==> config.mk <==
export PLATFORM = sky130hd
export DESIGN_NAME = chip_top
export DESIGN_NICKNAME = d
export VERILOG_FILES = /design/src/rtl/chip_mem_pkg.sv /design/src/rtl/chip_cfg_pkg.sv /design/src/rtl/chip_top.sv /design/src/rtl/credit_link_tx.sv /design/src/rtl/mem_cmd_switch.sv /design/src/rtl/tag_client_bank.sv /design/src/rtl/tag_master.sv
export SDC_FILE = /design/constraint.sdc
export NUM_CORES = 1
export LEC_CHECK = 0
export BUFFER_PORTS_ARGS = -buffer_cell sky130_fd_sc_hd__buf_2
export CORE_MARGIN = 2
export CORE_UTILIZATION = 52
export DETAILED_ROUTE_END_ITERATION = 16
export PLACE_DENSITY_LB_ADDON = 0.05
export SKIP_LAST_GASP = 1
export SYNTH_ARGS = -nofsm -noshare
export SYNTH_HDL_FRONTEND = slang
export SYNTH_SLANG_ARGS = --single-unit
==> constraint.sdc <==
create_clock -name clk_i -period 5.7 [get_ports clk_i]
set_clock_uncertainty 0.1 [all_clocks]
set_input_delay 1.14 -clock clk_i [delete_from_list [all_inputs] [get_ports clk_i]]
set_output_delay 1.14 -clock clk_i [all_outputs]
set_load 0.1 [all_outputs]
==> src/rtl/chip_mem_pkg.sv <==
package chip_mem_pkg;

  ////////////////////////////////////////
  // command and flit widths

  localparam int CMD_W  = 16;
  localparam int DID_W  = 8;
  localparam int FLIT_W = DID_W + CMD_W;

  ////////////////////////////////////////
  // link credits

  localparam int LINK_CREDITS = 4;

  // must hold 0 through LINK_CREDITS
  localparam int CREDIT_CNT_W = $clog2(LINK_CREDITS + 1);

  ////////////////////////////////////////
  // types

  typedef logic [CMD_W-1:0]        cmd_t;
  typedef logic [DID_W-1:0]        did_t;
  typedef logic [FLIT_W-1:0]       flit_t;
  typedef logic [CREDIT_CNT_W-1:0] credit_cnt_t;

endpackage

==> src/rtl/chip_cfg_pkg.sv <==
package chip_cfg_pkg;

  ////////////////////////////////////////
  // tag serial protocol

  localparam int TAG_ID_W      = 4;
  localparam int TAG_PAYLOAD_W = 8;

  // bit counter covers the longer of the two fields
  localparam int TAG_CNT_W = $clog2(TAG_PAYLOAD_W);

  ////////////////////////////////////////
  // client registers

  localparam int TAG_NUM_CLIENTS = 2;

  localparam int CLIENT_LINK_CTRL = 0;
  localparam int CLIENT_DST_ID    = 1;

  // link control payload fields
  localparam int LINK_SEL_BIT = 0;
  localparam int LINK_EN_BIT  = 7;

  ////////////////////////////////////////
  // types

  typedef logic [TAG_ID_W-1:0]      tag_id_t;
  typedef logic [TAG_PAYLOAD_W-1:0] tag_payload_t;

  // master waits for start bit, then id, then payload
  typedef enum logic [1:0] {
    TAG_IDLE,
    TAG_ID,
    TAG_PAYLOAD
  } tag_state_e;

endpackage
==> src/rtl/chip_top.sv <==
module chip_top
  import chip_cfg_pkg::*;
  import chip_mem_pkg::*;
(
  input  logic  clk_i,
  input  logic  rst_n_i,
  input  logic  tag_en_i,
  input  logic  tag_data_i,
  input  logic  cmd_v_i,
  input  cmd_t  cmd_data_i,
  output logic  cmd_ready_o,
  output logic  byp_v_o,
  output logic  dmc_v_o,
  output flit_t byp_flit_o,
  output flit_t dmc_flit_o,
  input  logic  byp_credit_i,
  input  logic  dmc_credit_i
);

  ////////////////////////////////////////
  // tag path

  logic         client_wr;
  tag_id_t      client_id;
  tag_payload_t client_data;
  logic         link_sel;
  logic         link_en;
  did_t         dst_id;

  tag_master tag_master (
    .clk_i         (clk_i),
    .rst_n_i       (rst_n_i),
    .tag_en_i      (tag_en_i),
    .tag_data_i    (tag_data_i),
    .client_wr_o   (client_wr),
    .client_id_o   (client_id),
    .client_data_o (client_data)
  );

  tag_client_bank tag_client_bank (
    .clk_i         (clk_i),
    .rst_n_i       (rst_n_i),
    .client_wr_i   (client_wr),
    .client_id_i   (client_id),
    .client_data_i (client_data),
    .link_sel_o    (link_sel),
    .link_en_o     (link_en),
    .dst_id_o      (dst_id)
  );

  ////////////////////////////////////////
  // command path

  logic  byp_v;
  logic  dmc_v;
  flit_t flit;
  logic  byp_ready;
  logic  dmc_ready;

  mem_cmd_switch mem_cmd_switch (
    .cmd_v_i     (cmd_v_i),
    .cmd_data_i  (cmd_data_i),
    .cmd_ready_o (cmd_ready_o),
    .link_sel_i  (link_sel),
    .link_en_i   (link_en),
    .dst_id_i    (dst_id),
    .byp_v_o     (byp_v),
    .dmc_v_o     (dmc_v),
    .flit_o      (flit),
    .byp_ready_i (byp_ready),
    .dmc_ready_i (dmc_ready)
  );

  // bypass link
  credit_link_tx byp_link (
    .clk_i       (clk_i),
    .rst_n_i     (rst_n_i),
    .v_i         (byp_v),
    .flit_i      (flit),
    .ready_o     (byp_ready),
    .link_v_o    (byp_v_o),
    .link_flit_o (byp_flit_o),
    .credit_i    (byp_credit_i)
  );

  // dram controller port
  credit_link_tx dmc_link (
    .clk_i       (clk_i),
    .rst_n_i     (rst_n_i),
    .v_i         (dmc_v),
    .flit_i      (flit),
    .ready_o     (dmc_ready),
    .link_v_o    (dmc_v_o),
    .link_flit_o (dmc_flit_o),
    .credit_i    (dmc_credit_i)
  );

endmodule

==> src/rtl/credit_link_tx.sv <==
module credit_link_tx
  import chip_mem_pkg::*;
(
  input  logic  clk_i,
  input  logic  rst_n_i,
  input  logic  v_i,
  input  flit_t flit_i,
  output logic  ready_o,
  output logic  link_v_o,
  output flit_t link_flit_o,
  input  logic  credit_i
);

  credit_cnt_t credit_cnt_r;
  logic        send;

  // at least one credit held
  assign ready_o = (credit_cnt_r != '0);
  assign send    = v_i & ready_o;

  ////////////////////////////////////////
  // credit counter

  always_ff @(posedge clk_i) begin
    if (!rst_n_i) begin
      credit_cnt_r <= CREDIT_CNT_W'(LINK_CREDITS);
    end else begin
      case ({send, credit_i})
        2'b10:   credit_cnt_r <= credit_cnt_r - 1'b1;
        2'b01:   credit_cnt_r <= credit_cnt_r + 1'b1;
        // send and return cancel out
        default: credit_cnt_r <= credit_cnt_r;
      endcase
    end
  end

  ////////////////////////////////////////
  // output register

  always_ff @(posedge clk_i) begin
    if (!rst_n_i) begin
      link_v_o <= 1'b0;
    end else begin
      link_v_o <= send;
    end
  end

  always_ff @(posedge clk_i) begin
    if (send) begin
      link_flit_o <= flit_i;
    end
  end

endmodule

==> src/rtl/mem_cmd_switch.sv <==
module mem_cmd_switch
  import chip_mem_pkg::*;
(
  input  logic  cmd_v_i,
  input  cmd_t  cmd_data_i,
  output logic  cmd_ready_o,
  input  logic  link_sel_i,
  input  logic  link_en_i,
  input  did_t  dst_id_i,
  output logic  byp_v_o,
  output logic  dmc_v_o,
  output flit_t flit_o,
  input  logic  byp_ready_i,
  input  logic  dmc_ready_i
);

  logic cmd_v_en;
  logic sel_ready;

  ////////////////////////////////////////
  // flit formation

  // destination id rides above the command
  assign flit_o = {dst_id_i, cmd_data_i};

  ////////////////////////////////////////
  // static demux

  assign cmd_v_en = cmd_v_i & link_en_i;

  always_comb begin
    byp_v_o = 1'b0;
    dmc_v_o = 1'b0;
    if (link_sel_i) begin
      byp_v_o = cmd_v_en;
    end else begin
      dmc_v_o = cmd_v_en;
    end
  end

  // only the selected link can stall the source
  assign sel_ready = link_sel_i ? byp_ready_i : dmc_ready_i;

  // disabled switch refuses everything
  assign cmd_ready_o = link_en_i & sel_ready;

endmodule

==> src/rtl/tag_client_bank.sv <==
module tag_client_bank
  import chip_cfg_pkg::*;
  import chip_mem_pkg::*;
(
  input  logic         clk_i,
  input  logic         rst_n_i,
  input  logic         client_wr_i,
  input  tag_id_t      client_id_i,
  input  tag_payload_t client_data_i,
  output logic         link_sel_o,
  output logic         link_en_o,
  output did_t         dst_id_o
);

  tag_payload_t client_r [TAG_NUM_CLIENTS];

  ////////////////////////////////////////
  // client registers

  // ids past the last client match nothing and are dropped
  always_ff @(posedge clk_i) begin
    if (!rst_n_i) begin
      for (int i = 0; i < TAG_NUM_CLIENTS; i++) begin
        client_r[i] <= '0;
      end
    end else if (client_wr_i) begin
      for (int i = 0; i < TAG_NUM_CLIENTS; i++) begin
        if (client_id_i == tag_id_t'(i)) begin
          client_r[i] <= client_data_i;
        end
      end
    end
  end

  ////////////////////////////////////////
  // field decode

  // sel 0 picks the dram controller port
  assign link_sel_o = client_r[CLIENT_LINK_CTRL][LINK_SEL_BIT];
  assign link_en_o  = client_r[CLIENT_LINK_CTRL][LINK_EN_BIT];

  assign dst_id_o = did_t'(client_r[CLIENT_DST_ID]);

endmodule

==> src/rtl/tag_master.sv <==
module tag_master
  import chip_cfg_pkg::*;
(
  input  logic         clk_i,
  input  logic         rst_n_i,
  input  logic         tag_en_i,
  input  logic         tag_data_i,
  output logic         client_wr_o,
  output tag_id_t      client_id_o,
  output tag_payload_t client_data_o
);

  tag_state_e             state_r;
  logic [TAG_CNT_W-1:0]   bit_cnt_r;
  tag_id_t                id_r;
  tag_payload_t           payload_r;
  logic                   id_last;
  logic                   payload_last;

  assign id_last      = (bit_cnt_r == TAG_CNT_W'(TAG_ID_W - 1));
  assign payload_last = (bit_cnt_r == TAG_CNT_W'(TAG_PAYLOAD_W - 1));

  ////////////////////////////////////////
  // packet FSM

  always_ff @(posedge clk_i) begin
    if (!rst_n_i) begin
      state_r     <= TAG_IDLE;
      bit_cnt_r   <= '0;
      client_wr_o <= 1'b0;
    end else begin
      client_wr_o <= 1'b0;
      if (tag_en_i) begin
        case (state_r)
          TAG_IDLE: begin
            // zeros between packets are idle filler
            if (tag_data_i) begin
              state_r   <= TAG_ID;
              bit_cnt_r <= '0;
            end
          end
          TAG_ID: begin
            if (id_last) begin
              state_r   <= TAG_PAYLOAD;
              bit_cnt_r <= '0;
            end else begin
              bit_cnt_r <= bit_cnt_r + 1'b1;
            end
          end
          TAG_PAYLOAD: begin
            if (payload_last) begin
              state_r     <= TAG_IDLE;
              client_wr_o <= 1'b1;
            end else begin
              bit_cnt_r <= bit_cnt_r + 1'b1;
            end
          end
          default: begin
            state_r <= TAG_IDLE;
          end
        endcase
      end
    end
  end

  // shift in msb first
  always_ff @(posedge clk_i) begin
    if (tag_en_i && state_r == TAG_ID) begin
      id_r <= {id_r[TAG_ID_W-2:0], tag_data_i};
    end
    if (tag_en_i && state_r == TAG_PAYLOAD) begin
      payload_r <= {payload_r[TAG_PAYLOAD_W-2:0], tag_data_i};
    end
  end

  // stable while the write pulse is high
  assign client_id_o   = id_r;
  assign client_data_o = payload_r;

endmodule

### After elaboration in Yosys (flattened, before gate mapping)

Memories as Yosys holds them, arrays and structs flattened.
Cells that the tools add are included.

* memory bits (writable): 16
* memories: 1
* bits in registers: 74

Memory list
* tag_client_bank.client_r: words 2, bits a word 8, rd ports 2, clocked after Yosys merged registers in 0, write ports 2, RTL line tag_client_bank.sv:15 `tag_payload_t client_r [TAG_NUM_CLIENTS];`

* reductions and logical operators: 12
* mux-type cells: 25
* eq/ne operators: 13
* bitwise operators: 6
* add/sub/neg operators: 5

Operator list (count)
* 8-bit 2-to-1 mux: 2
* 1-bit 2-to-1 mux: 13
* 3-bit case mux with 2 select lines: 2
* 3-bit by 1-bit adder with 3-bit output, second input constant: 3
* 3-bit 2-to-1 mux: 3
* 3-bit case mux with 3 select lines: 1
* 3-bit nonzero test: 3
* 4-bit AND reduction: 2
* 2-bit by 1-bit == test with 1-bit output, second input constant: 3
* 2-bit == test, second input constant: 3
* 2-bit 2-to-1 mux: 3
* 2-bit case mux with 3 select lines: 1
* 3-bit by 1-bit subtractor with 3-bit output, second input constant: 2
* 1-bit bitwise AND: 4
* 4-bit by 1-bit == test with 1-bit output, second input constant: 1
* 4-bit zero test: 1
* 2-bit by 1-bit != test with 1-bit output, second input constant: 2
* 2-bit != test, second input constant: 2
* 2-bit nonzero test: 2
* 3-bit by 2-bit == test with 1-bit output, second input constant: 1
* 3-bit == test, second input constant: 1
* 3-bit AND reduction: 1
* 1-bit logical AND: 2
* 2-bit zero test: 1
* 1-bit bitwise OR: 2

### Logic depth before layout (Yosys ltp)

Gate-level depths: netlist of run 1.

* depth in word-level cells: 6
* depth in mapped cells: 9
* gate-level depth less buffers: 9

### By module

From an unflattened synthesis of run 1, not the netlist that was laid out.

* cells, all modules: 200
* area, all modules: 3261.9 um^2

Modules (own cells, without submodules)
* credit_link_tx: cells an instance 43, times used 2, seq. area each 800.8 um^2, area each 918.4 um^2
* tag_master: cells an instance 60, times used 1, seq. area each 480.5 um^2, area each 792.0 um^2
* tag_client_bank: cells an instance 25, times used 1, seq. area each 300.3 um^2, area each 421.7 um^2
* mem_cmd_switch: cells an instance 29, times used 1, seq. area each 0.0 um^2, area each 211.5 um^2

### Worst setup path after synthesis of run 1

OpenSTA, ideal clock, no wires.

* path kind: input -> register
* start point: in cmd_v_i
* end point: reg dmc_link.credit_cnt_r[1]
* arrival time: 3987 ps
* stages on the path: 8
* library setup time: 116 ps
* path slack: 1497 ps
* cell sequence: nand2_1 nor3_1 inv_1 ha_1 inv_1 fa_1 mux2i_1 nor2b_1

* longest elaborated chain between the ends: 5
* elaborated cells between the ends (all ways): 7
* those cells by class: eq/ne (2); mux (2); bitwise (2); reduce/logical (1)

Ends and longest elaborated chain
* start: declaration: RTL line chip_top.sv:9 `input logic cmd_v_i,`
* 1-bit bitwise AND *: RTL line mem_cmd_switch.sv:29 `assign cmd_v_en = cmd_v_i & link_en_i;`
* 1-bit 2-to-1 mux *: RTL line mem_cmd_switch.sv:34 `if (link_sel_i) begin`
* 1-bit bitwise AND *: RTL line credit_link_tx.sv:19 `assign send = v_i & ready_o;`
* via dmc_link.send: RTL line credit_link_tx.sv:15 `logic send;`
* 2-bit by 1-bit == test with 1-bit output / 2-bit == test (equally long branches): RTL line credit_link_tx.sv:28 `case ({send, credit_i})`
* 3-bit case mux with 2 select lines / 2-bit nonzero test (equally long branches)
* end signal: assignment: RTL line credit_link_tx.sv:29 `2'b10: credit_cnt_r <= credit_cnt_r - 1'b1;`
* end signal: assignment: RTL line credit_link_tx.sv:30 `2'b01: credit_cnt_r <= credit_cnt_r + 1'b1;`
* end signal: assignment: RTL line credit_link_tx.sv:32 `default: credit_cnt_r <= credit_cnt_r;`
* end: declaration: RTL line credit_link_tx.sv:14 `credit_cnt_t credit_cnt_r;`

Mark *: on every way through the listed nets, which the timed path passes. The rest lies on a longest branch.
A chain may end at the register's enable or synchronous reset.

### Final worst setup path of run 1

* start point: reg byp_link.credit_cnt_r[0]
* end point: out cmd_ready_o

* longest elaborated chain between the ends: 3

Ends and longest elaborated chain
* start: declaration: RTL line credit_link_tx.sv:14
* start signal: assignment: RTL line credit_link_tx.sv:26 `credit_cnt_r <= CREDIT_CNT_W'(LINK_CREDITS);`
* start signal: assignment: RTL line credit_link_tx.sv:29
* start signal: assignment: RTL line credit_link_tx.sv:30
* 3-bit nonzero test: RTL line credit_link_tx.sv:18 `assign ready_o = (credit_cnt_r != '0);`
* 1-bit 2-to-1 mux: RTL line mem_cmd_switch.sv:42 `assign sel_ready = link_sel_i ? byp_ready_i : dmc_ready_i;`
* 1-bit bitwise AND: RTL line mem_cmd_switch.sv:45 `assign cmd_ready_o = link_en_i & sel_ready;`
* end: declaration: RTL line chip_top.sv:11 `output logic cmd_ready_o,`

No other way between the ends.

==> results.md, run 1 <==
* Outcome: finished, final reports clean
* Share of cells above drive strength 1 at 0.365
* Max-cap check violation count at 0
* Cell taking the most area after synthesis: edfxtp_1
* Fillers at 431
* Post-CTS setup buffers at 0
* Drt pass-1 iters at 4
* Post-CTS Hold Fix Bufs at 0
* Largest stage delay on the critical path at 0.37 ns
* Syn Std Cell Area at 0.00304 sq mm
* Final worst-path cycle share at 0.502
* FP Rows at 27
* Critical Path RT at 4.46 ns
* Slew HR at 0.666
* Syn Area/Cell at 17.7 sq um
* CTS sink count at 84
* First-pass GRT wire length at 6.62 mm
* # diodes at 0
* CP top delay family: simple AND/OR/NAND/NOR gates
* Worst reg2reg path depth at 10
* Max FO, Critical Path at 3
* Via count at 1572
* Kind of start point of the critical path: register
* Post-CTS sizing at 0
* Reg2Reg Setup Slack at 3.35 ns
* Setup TNS at 0 ns
* Final HPWL DP at 2.99 mm
* Vias per cell at 4.73
* H-Tree Depth at 3
* Max VDD drop at 0.145 mV
* Slowest-stage cell, CP: nor3_1
* Insertion delay to the later sink of the worst-skew pair at 0.34 ns
* Top cell type's share of synthesized area at 0.691
* Reg2reg end: dmc_link.credit_cnt_r[2]
* CP cell instances: nor3_1 -> mux2i_1 -> and2_1 -> buf_2
* Hold depth at 0
* Flops & latches, synth at 84
* Remaining routing DRC violations at 0
* Vias in the first global route at 1406
* Leak at 0.00146 uW
* Post-Synthesis Net Count at 207
* Area grow syn2layout at 21.1%
* Die X at 80.5 um
* Fmax at 0.349 GHz
* Reg2reg start: dmc_link.credit_cnt_r[0]
* YS warnings at 0
* Initial antenna violation count at 0
* Final setup fails at 0
* Core area at 0.00557 sq mm
* Nets at 290
* Synth cell types at 27
* Placed Cells at 316
* Kind of critical path: register to output pin
* CP endpoint kind: output pin
* Largest net degree at the start of global routing at 30
* Hold EP: dmc_link.link_flit_o[17]
* RSZ-0062 raised after global routing: no
* Ports at 74
* Fin crit period at 2.86 ns
* Top post-synthesis cells by area: edfxtp_1 69%, dfxtp_1 9.2%, ha_1 4.1%
* Gate Count Post-Synth at 172
* Worst slew pin tran at 0.505 ns
* CTS tree: done
* Sequential area share after synthesis at 0.783
* Initial Util at 0.546
* Worst Path Buf+Inv at 1
* GRT Util Overall at 0.140
* Final non-filler cell total at 332
* CTS root buf: clkbuf_8
* GRT overflow at 0
* I/O Buffers at 73
* Antenna viol nets, final at 0
* Die Y at 80.5 um
* Initial DRC Count at 69
* Post-synth ARST share at 0
* Pwr Density at 326 mW/mm^2
* Hold path startpoint: tag_client_bank.client_r[0][9]
* Final Max Slew Viols at 0
* EDFF count, synth at 70
* Fin. Hold Viols at 0
* Total CTS buffers at 9
* Worst-path clk slew at 0.08 ns
* Post-synth top flop: edfxtp_1
* CTS max path bufs at 2
* Die area at 0.00648 sq mm
* RePlAce Congestion at 0.693
* Post-DR wirelength/cell at 13.0 um
* Most numerous cell in the Yosys netlist: edfxtp_1
* Post-synth top cells: 70 x edfxtp_1, 14 x dfxtp_1, 10 x ha_1, 10 x inv_1, 10 x nand2_1
* Routed WL at 4.33 mm
* Worst hold path type: register to register
* Arrival @ worst endpoint at 1.62 ns
## report_power, final
| part | internal (uW) | total (uW) | switching (uW) |
|---|---|---|---|
| combinational | 35.8 | 132 | 96.1 |
| sequential | 686 | 699 | 12.9 |
| clock | 162 | 369 | 207 |
| total | 884 | 1200 | 316 |
## flip-flops by register name, summed over array words and instances, names as in the netlist
name	flops
dmc_link.link_v_o	1
tag_master.state_r	2
tag_master.client_id_o	4
tag_master.client_data_o	8
byp_link.credit_cnt_r	3
tag_master.bit_cnt_r	3
byp_link.link_flit_o	24
dmc_link.link_flit_o	24
tag_master.client_wr_o	1
tag_client_bank.client_r	10
byp_link.link_v_o	1
dmc_link.credit_cnt_r	3
## cell type report
type,count,area [sq um],area share
inverters,10,37.5,0.0102
repair buffers,75,380,0.103
multi-input cells,75,618,0.168
clock buffers,10,128,0.0346
well taps,72,90.1,0.0244
flip-flops and latches,84,2380,0.647
clock inverters,6,48.8,0.0132
## stage by stage
| step | setup slack (ns) | total power (uW) | hold slack, ns | area (sq um) | util |
|---|---|---|---|---|---|
| after CTS | 2.79 | 1210 | 0.350 | 3680 | 0.661 |
| after global routing | 2.74 | 1250 | 0.357 | 3680 | 0.661 |
| after detailed placement | 2.62 | 847 | 0.330 | 3510 | 0.629 |
| after floorplan | 1.50 | 817 | 0.318 | 3040 | - |
| final | 2.84 | 1200 | 0.341 | 3680 | 0.661 |
| after global placement | 2.67 | 846 | 0.321 | 3510 | 0.629 |
## logic make-up after synthesis
family / Yosys count / share of synthesized area
flops: 84 / 0.783
compound gates: 7 / 0.0160
fa+ha+maj: 12 / 0.0543
mux: 8 / 0.0263
simple gates: 44 / 0.0913
buf+inv: 13 / 0.0173
xor+xnor: 4 / 0.0115
## placed cells by master (no fill, tap or decap), drive strengths merged, types with 3 or more instances in the layout
| cell type | Yosys | final |
|---|---|---|
| and2 | 8 | 8 |
| and3 | 9 | 9 |
| buf | 1 | 75 |
| clkbuf | 2 | 10 |
| clkinvlp | 0 | 3 |
| dfxtp | 14 | 14 |
| edfxtp | 70 | 70 |
| ha | 10 | 10 |
| inv | 10 | 12 |
| mux2i | 8 | 8 |
| nand2 | 10 | 10 |
| nand3 | 3 | 3 |
| nor2b | 4 | 4 |
| nor3 | 3 | 3 |
| o21ai | 3 | 3 |
## metal layers
metal | up-vias | track usage | part of all wire
met5 | - | 0 | 0
met4 | 0 | 0.0763 | 0.014
met3 | 7 | 0.0371 | 0.071
met2 | 58 | 0.228 | 0.45
met1 | 711 | 0.170 | 0.46
li1 | 796 | - | -
## worst register-to-register path, delay by kind of cell (launching register included)
family                     cells  cell delay, ns
and+or+nand+nor                4            0.77
adders and majority gates      2            0.54
buffers and inverters          3            0.39
DFF                            1            0.35
xor gates and xnor gates       1            0.15
## how the worst max path moves through the flow
stage	start	end	slack [ns]	cells after the start
floorplan	cmd_v_i	dmc_link.credit_cnt_r[1]	1.50	8
detailed placement	cmd_v_i	dmc_link.credit_cnt_r[2]	2.62	11
CTS	byp_link.credit_cnt_r[0]	cmd_ready_o	2.79	4
global route	byp_link.credit_cnt_r[0]	cmd_ready_o	2.74	4
finish	byp_link.credit_cnt_r[0]	cmd_ready_o	2.84	4
global placement	cmd_v_i	dmc_link.credit_cnt_r[2]	2.67	11
(Power assumes the default switching activity.)
==> run 2, diff against run 1 <==
--- a/config.mk
+++ b/config.mk
@@ -5,6 +5,7 @@
 export SDC_FILE = /design/constraint.sdc
 export NUM_CORES = 1
 export LEC_CHECK = 0
+export ABC_AREA = 1
 export BUFFER_PORTS_ARGS = -buffer_cell sky130_fd_sc_hd__buf_2
 export CORE_MARGIN = 2
 export CORE_UTILIZATION = 52
==> constraint.sdc (replaced) <==
create_clock -name clk_i -period 2.8 [get_ports clk_i]
set_clock_uncertainty 0.1 [all_clocks]
set_input_delay 0.56 -clock clk_i [delete_from_list [all_inputs] [get_ports clk_i]]
set_output_delay 0.56 -clock clk_i [all_outputs]
set_load 0.1 [all_outputs]
==> run 2 against run 1 <==
Compared with the run above: wire length up 7.1%; cell count grew 18%; global-route usage rose by 0.85 points; utilization decreased by 1.2 points; combinational power rose by 120%; hold slack got worse by 0.033 ns; total power up 120%; critical path type unchanged.
==> results.md, run 2 <==
* Reg2reg end: dmc_link.credit_cnt_r[2]
* Post-CTS setup buffers at 0
* Gate Count Post-Synth at 226
* Syn Std Cell Area at 0.00312 sq mm
* Tot Pwr at 2630 uW
* Biggest regs: byp_link.link_flit_o (24), dmc_link.link_flit_o (24), tag_client_bank.client_r (10)
* Sequential area share after synthesis at 0.763
* Total CTS buffers at 9
* Syn Area/Cell at 13.8 sq um
* CTS tree: done
* Most numerous cell in the Yosys netlist: edfxtp_1
* Max-cap check violation count at 0
* CP Capture Point: cmd_ready_o
* Worst-path clk slew at 0.08 ns
* Worst slew pin tran at 0.501 ns
* Cell taking the most area after synthesis: edfxtp_1
* Hold path startpoint: cmd_data_i[10]
* Fin. Hold Viols at 0
* Arrival @ worst endpoint at 1.49 ns
* Reg2Reg Setup Slack at 0.87 ns
* Max VDD drop at 0.349 mV
* CP endpoint kind: output pin
* Fin crit period at 2.15 ns
* Initial antenna violation count at 0
* Fin util at 0.649
* YS warnings at 0
* Via count at 1790
* Leading cell type in the layout, fill and taps excluded: buf_2
* H-Tree Depth at 3
* GRT busiest layer: met2
* Initial Util at 0.534
* Synth cell types at 22
* Met2 usage in global routing at 0.218
* Met1 Use GR at 0.193
* Area grow syn2layout at 21.7%
* Nets at 346
* Final Max Slew Viols at 0
* Share of cells above drive strength 1 at 0.313
* Final worst-path cycle share at 0.767
* Top post-synthesis cells by area: edfxtp_1 67%, dfxtp_1 9.0%, nand2_1 4.3%
* GRT met3 Usage at 0.0418
* CTS root buf: clkbuf_8
* Fmax at 0.466 GHz
* CTS sink count at 84
* Worst hold path type: primary input to register
* Most frequent cells in the layout: 73 x buf_2, 70 x edfxtp_1, 36 x nand2_1
* Reg2reg start: tag_client_bank.client_r[0][7]
* Core area at 0.00585 sq mm
* Drt pass-1 iters at 4
* Critical Path RT at 2.14 ns
* Post-synth top flop: edfxtp_1
* Final HPWL DP at 3.33 mm
* RePlAce Congestion at 0.754
* Flops & latches, synth at 84
* Initial DRC Count at 76
* Area after DPL at 0.00359 sq mm
* Max FO, Critical Path at 3
* Leak at 0.00165 uW
* Kind of start point of the critical path: register
* Largest net degree at the start of global routing at 25
* Vias per cell at 4.58
* Ports at 74
* Setup TNS at 0 ns
* Worst reg2reg path depth at 9
* First-pass GRT wire length at 7.13 mm
* Post-CTS Hold Fix Bufs at 0
* GRT Util Overall at 0.149
* Slowest-stage cell, CP: buf_2
* CTS max path bufs at 2
* Die Y at 81.5 um
* Largest stage delay on the critical path at 0.44 ns
* I/O Buffers at 73
* Outcome: finished, final reports clean
* Post-synth ARST share at 0
* Kind of critical path: register to output pin
* Post-DR wirelength/cell at 11.9 um
* Slew HR at 0.668
* Die area at 0.00664 sq mm
* GRT overflow at 0
* Fillers at 460
* Post-synth top cells: 70 x edfxtp_1, 36 x nand2_1, 35 x inv_1
* Final Cell Area at 0.00380 sq mm
* Most used cell, CP: nand2_1
* CP startpoint: byp_link.credit_cnt_r[1]
* FP Rows at 28
* Final setup fails at 0
* Die X at 81.5 um
* Insertion delay to the later sink of the worst-skew pair at 0.34 ns
* CP cell instances: nor2_1 -> nand2_1 -> nand2_1 -> a21boi_1 -> buf_2
* Post-CTS sizing at 0
* Post-Synthesis Net Count at 261
* Top cell type's share of synthesized area at 0.673
* EDFF count, synth at 70
* Remaining routing DRC violations at 0
* Antenna viol nets, final at 0
* Pwr Density at 692 mW/mm^2
* Vias in the first global route at 1622
* RSZ-0062 raised after global routing: no
* # diodes at 0
* Routed WL at 4.64 mm
## run 2: changes by cell type in the layout (fill, tap and decap cells not counted), moves of 3 or more
cell | previous run | this run
nand2_1 | 10 | 36
and3_1 | 9 | 0
mux2i_1 | 8 | 0
clkinvlp_4 | 3 | 0
inv_2 | 0 | 4
nor2b_1 | 3 | 0
nor2_1 | 0 | 27
and2_1 | 8 | 0
inv_1 | 10 | 35
nand3_1 | 3 | 8
## run 2: worst min path at each step
stage / endpoint / slack, ns / cells after the start
global placement: byp_link.link_flit_o[18] / 0.33 / 0
CTS: byp_link.link_flit_o[10] / 0.29 / 1
finish: byp_link.link_flit_o[10] / 0.31 / 1
floorplan: byp_link.link_flit_o[16] / 0.32 / 0
detailed placement: dmc_link.link_flit_o[23] / 0.33 / 0
global route: dmc_link.link_flit_o[7] / 0.28 / 1
## run 2: metrics by stage
stage,std cells,hold WS (ns),setup WS (ns)
3_5_place_dp,375,0.331,0.658
2_1_floorplan,226,0.321,0.164
4_1_cts,391,0.285,0.614
6_report,391,0.308,0.652
5_1_grt,391,0.281,0.539
3_3_place_gp,375,0.328,0.719
## run 2: per-layer routing
metal	up-vias	routed length [um]
li1	919	-
met5	-	0
met4	0	106
met3	9	350
met2	55	2020
met1	807	2160
## run 2: critical path, delay by kind of cell, from the launching register on
kind | cells | cell delay, ns
AND/OR/NAND/NOR | 3 | 0.19
AO/OA/AOI/OAI | 1 | 0.14
buffers and inverters | 1 | 0.44
flip-flops | 1 | 0.38
## run 2: area by class of cell
| type | instances | area [sq um] | share of cell area |
|---|---|---|---|
| sequential | 84 | 2380 | 0.627 |
| multi-input combinational | 102 | 583 | 0.153 |
| timing repair buffer | 75 | 380 | 0.100 |
| inverter | 39 | 146 | 0.0385 |
| clock buffer | 9 | 124 | 0.0326 |
| tap | 75 | 93.8 | 0.0247 |
| clock inverter | 7 | 90.1 | 0.0237 |
## run 2: logic make-up after synthesis
family                   Yosys count  synth area share
flip-flops                        84             0.763
AND/OR/NAND/NOR                   82             0.119
buffers and inverters             40            0.0505
adder cells (fa/ha/maj)           12            0.0529
AO/OA/AOI/OAI                      8            0.0148
## run 2: where the power goes
group / internal, uW / switching [uW]
clock network: 499 / 403
registers: 1400 / 28.2
logic: 76.0 / 220
total: 1980 / 651
==> run 3, diff against run 2 <==
==> constraint.sdc (replaced) <==
create_clock -name clk_i -period 2.17 [get_ports clk_i]
set_clock_uncertainty 0.1 [all_clocks]
set_input_delay 0.434 -clock clk_i [delete_from_list [all_inputs] [get_ports clk_i]]
set_output_delay 0.434 -clock clk_i [all_outputs]
set_load 0.1 [all_outputs]
==> run 3 against run 2 <==
Compared with the run above: utilization up 0.15 points; largest power group unchanged; cell count down 0.26%; total power up 29%; count of clock-buffer cells in the layout unchanged; wire length up 3.6%; largest cell class unchanged; die area unchanged; clock power up 30%; setup slack worse by 0.48 ns; hold slack worse by 0.13 ns; combinational power up 30%.
==> results.md, run 3 (synthesized netlist as in run 2, its figures left out) <==
* CTS tree: done
* Initial DRC Count at 110
* Slew HR at 0.669
* Routed WL at 4.81 mm
* FP Rows at 28
* Pwr Density at 893 mW/mm^2
* CTS sink count at 84
* Slowest-stage cell, CP: edfxtp_1
* Leading cell type in the layout, fill and taps excluded: buf_2
* Arrival @ worst endpoint at 2.11 ns
* Post-CTS Hold Fix Bufs at 0
* Met2 usage in global routing at 0.268
* Kind of critical path: register to register
* Outcome: finished, final reports clean
* Total CTS buffers at 9
* Area grow syn2layout at 22.0%
* GRT busiest layer: met2
* Kind of start point of the critical path: register
* CP cell instances: nand2_1 -> inv_1 -> nand3_1 -> ha_1 -> inv_2 -> fa_1 -> or2_1 -> nand4_1 -> nand3_1
* Max FO, Critical Path at 3
* Final setup fails at 0
* Most used cell, CP: nand3_1
* Worst-path clk slew at 0.08 ns
* Setup TNS at 0 ns
* Ports at 74
* Via count at 1783
* Fin. Hold Viols at 0
* H-Tree Depth at 3
* Max-cap check violation count at 0
* Met1 Use GR at 0.178
* Worst hold path type: primary input to register
* Die Y at 81.5 um
* # diodes at 0
* First-pass GRT wire length at 7.58 mm
* Remaining routing DRC violations at 0
* Fmax at 0.499 GHz
* Nets at 346
* Final HPWL DP at 3.48 mm
* Fillers at 451
* GRT Util Overall at 0.159
* Largest stage delay on the critical path at 0.42 ns
* Die area at 0.00664 sq mm
* Post-DR wirelength/cell at 12.3 um
* Critical Path RT at 2.28 ns
* RePlAce Congestion at 0.763
* Hold_ws at 0.180 ns
* Final Max Slew Viols at 0
* Post-CTS sizing at 0
* GRT met3 Usage at 0.0626
* Die X at 81.5 um
* Post-CTS setup buffers at 0
* Biggest regs: byp_link.link_flit_o (24), dmc_link.link_flit_o (24), tag_client_bank.client_r (10)
* Antenna viol nets, final at 0
* CTS max path bufs at 2
* I/O Buffers at 73
* Most frequent cells in the layout: 72 x buf_2, 70 x edfxtp_1, 36 x nand2_1
* Vias per cell at 4.57
* Drt pass-1 iters at 5
* Fin crit period at 2.00 ns
* Initial antenna violation count at 0
* CTS root buf: clkbuf_8
* Insertion delay to the later sink of the worst-skew pair at 0.34 ns
* CP endpoint kind: register
* Vias in the first global route at 1719
* RSZ-0062 raised after global routing: no
* Leak at 0.00164 uW
* Core area at 0.00585 sq mm
* Final worst-path cycle share at 0.923
* Worst slew pin tran at 0.499 ns
* Share of cells above drive strength 1 at 0.317
* Initial Util at 0.534
* GRT overflow at 0
* Max VDD drop at 0.432 mV
* Largest net degree at the start of global routing at 25
==> run 3: power breakdown <==
part / total (uW) / internal [uW] / leakage, uW / switching (uW)
Clock: 1170 / 641 / 0.0000994 / 527
Sequential: 1850 / 1810 / 0.000766 / 36.9
Combinational: 386 / 98.8 / 0.000774 / 287
==> run 3: through the flow <==
| stage | setup WS [ns] | util | area, sq um | total power [uW] | cells |
|---|---|---|---|---|---|
| after floorplan | 0.0828 | - | 3130 | 2180 | 226 |
| after global placement | 0.174 | 0.614 | 3590 | 2260 | 375 |
| after detailed placement | 0.0747 | 0.614 | 3590 | 2270 | 375 |
| after CTS | 0.0754 | 0.651 | 3810 | 3430 | 390 |
| after global routing | 0.0596 | 0.651 | 3810 | 3560 | 390 |
| final | 0.168 | 0.651 | 3810 | 3400 | 390 |
==> run 3: cell type report <==
cell class              count  area [sq um]  area share
inverters                  39           146      0.0384
clock inverters             6          87.6      0.0230
multi-input cells         102           592       0.155
well taps                  75          93.8      0.0246
flip-flops and latches     84          2380       0.625
clock buffers               9           124      0.0325
repair buffers             75           383       0.101
==> run 3: final timing paths <==
kind / from / endpoint / slack (ns) / depth (start not counted)
min: cmd_data_i[3] / byp_link.link_flit_o[3] / 0.18 / 1
max reg2reg: tag_client_bank.client_r[0][7] / dmc_link.credit_cnt_r[2] / 0.17 / 9
max: tag_client_bank.client_r[0][7] / dmc_link.credit_cnt_r[2] / 0.17 / 9
min reg2reg: tag_client_bank.client_r[0][8] / dmc_link.link_flit_o[16] / 0.35 / 0
==> run 3: critical path: cells and delay by family (launching register included) <==
kind                       cells  cell delay, ns
adders and majority gates      2            0.54
buffers and inverters          2            0.10
DFF                            1            0.42
and+or+nand+nor                5            0.72
==> run 3: routing by layer <==
metal | wire [um] | vias up
met5 | 0 | -
li1 | - | 911
met2 | 2320 | 53
met3 | 425 | 7
met4 | 72 | 0
met1 | 1990 | 812
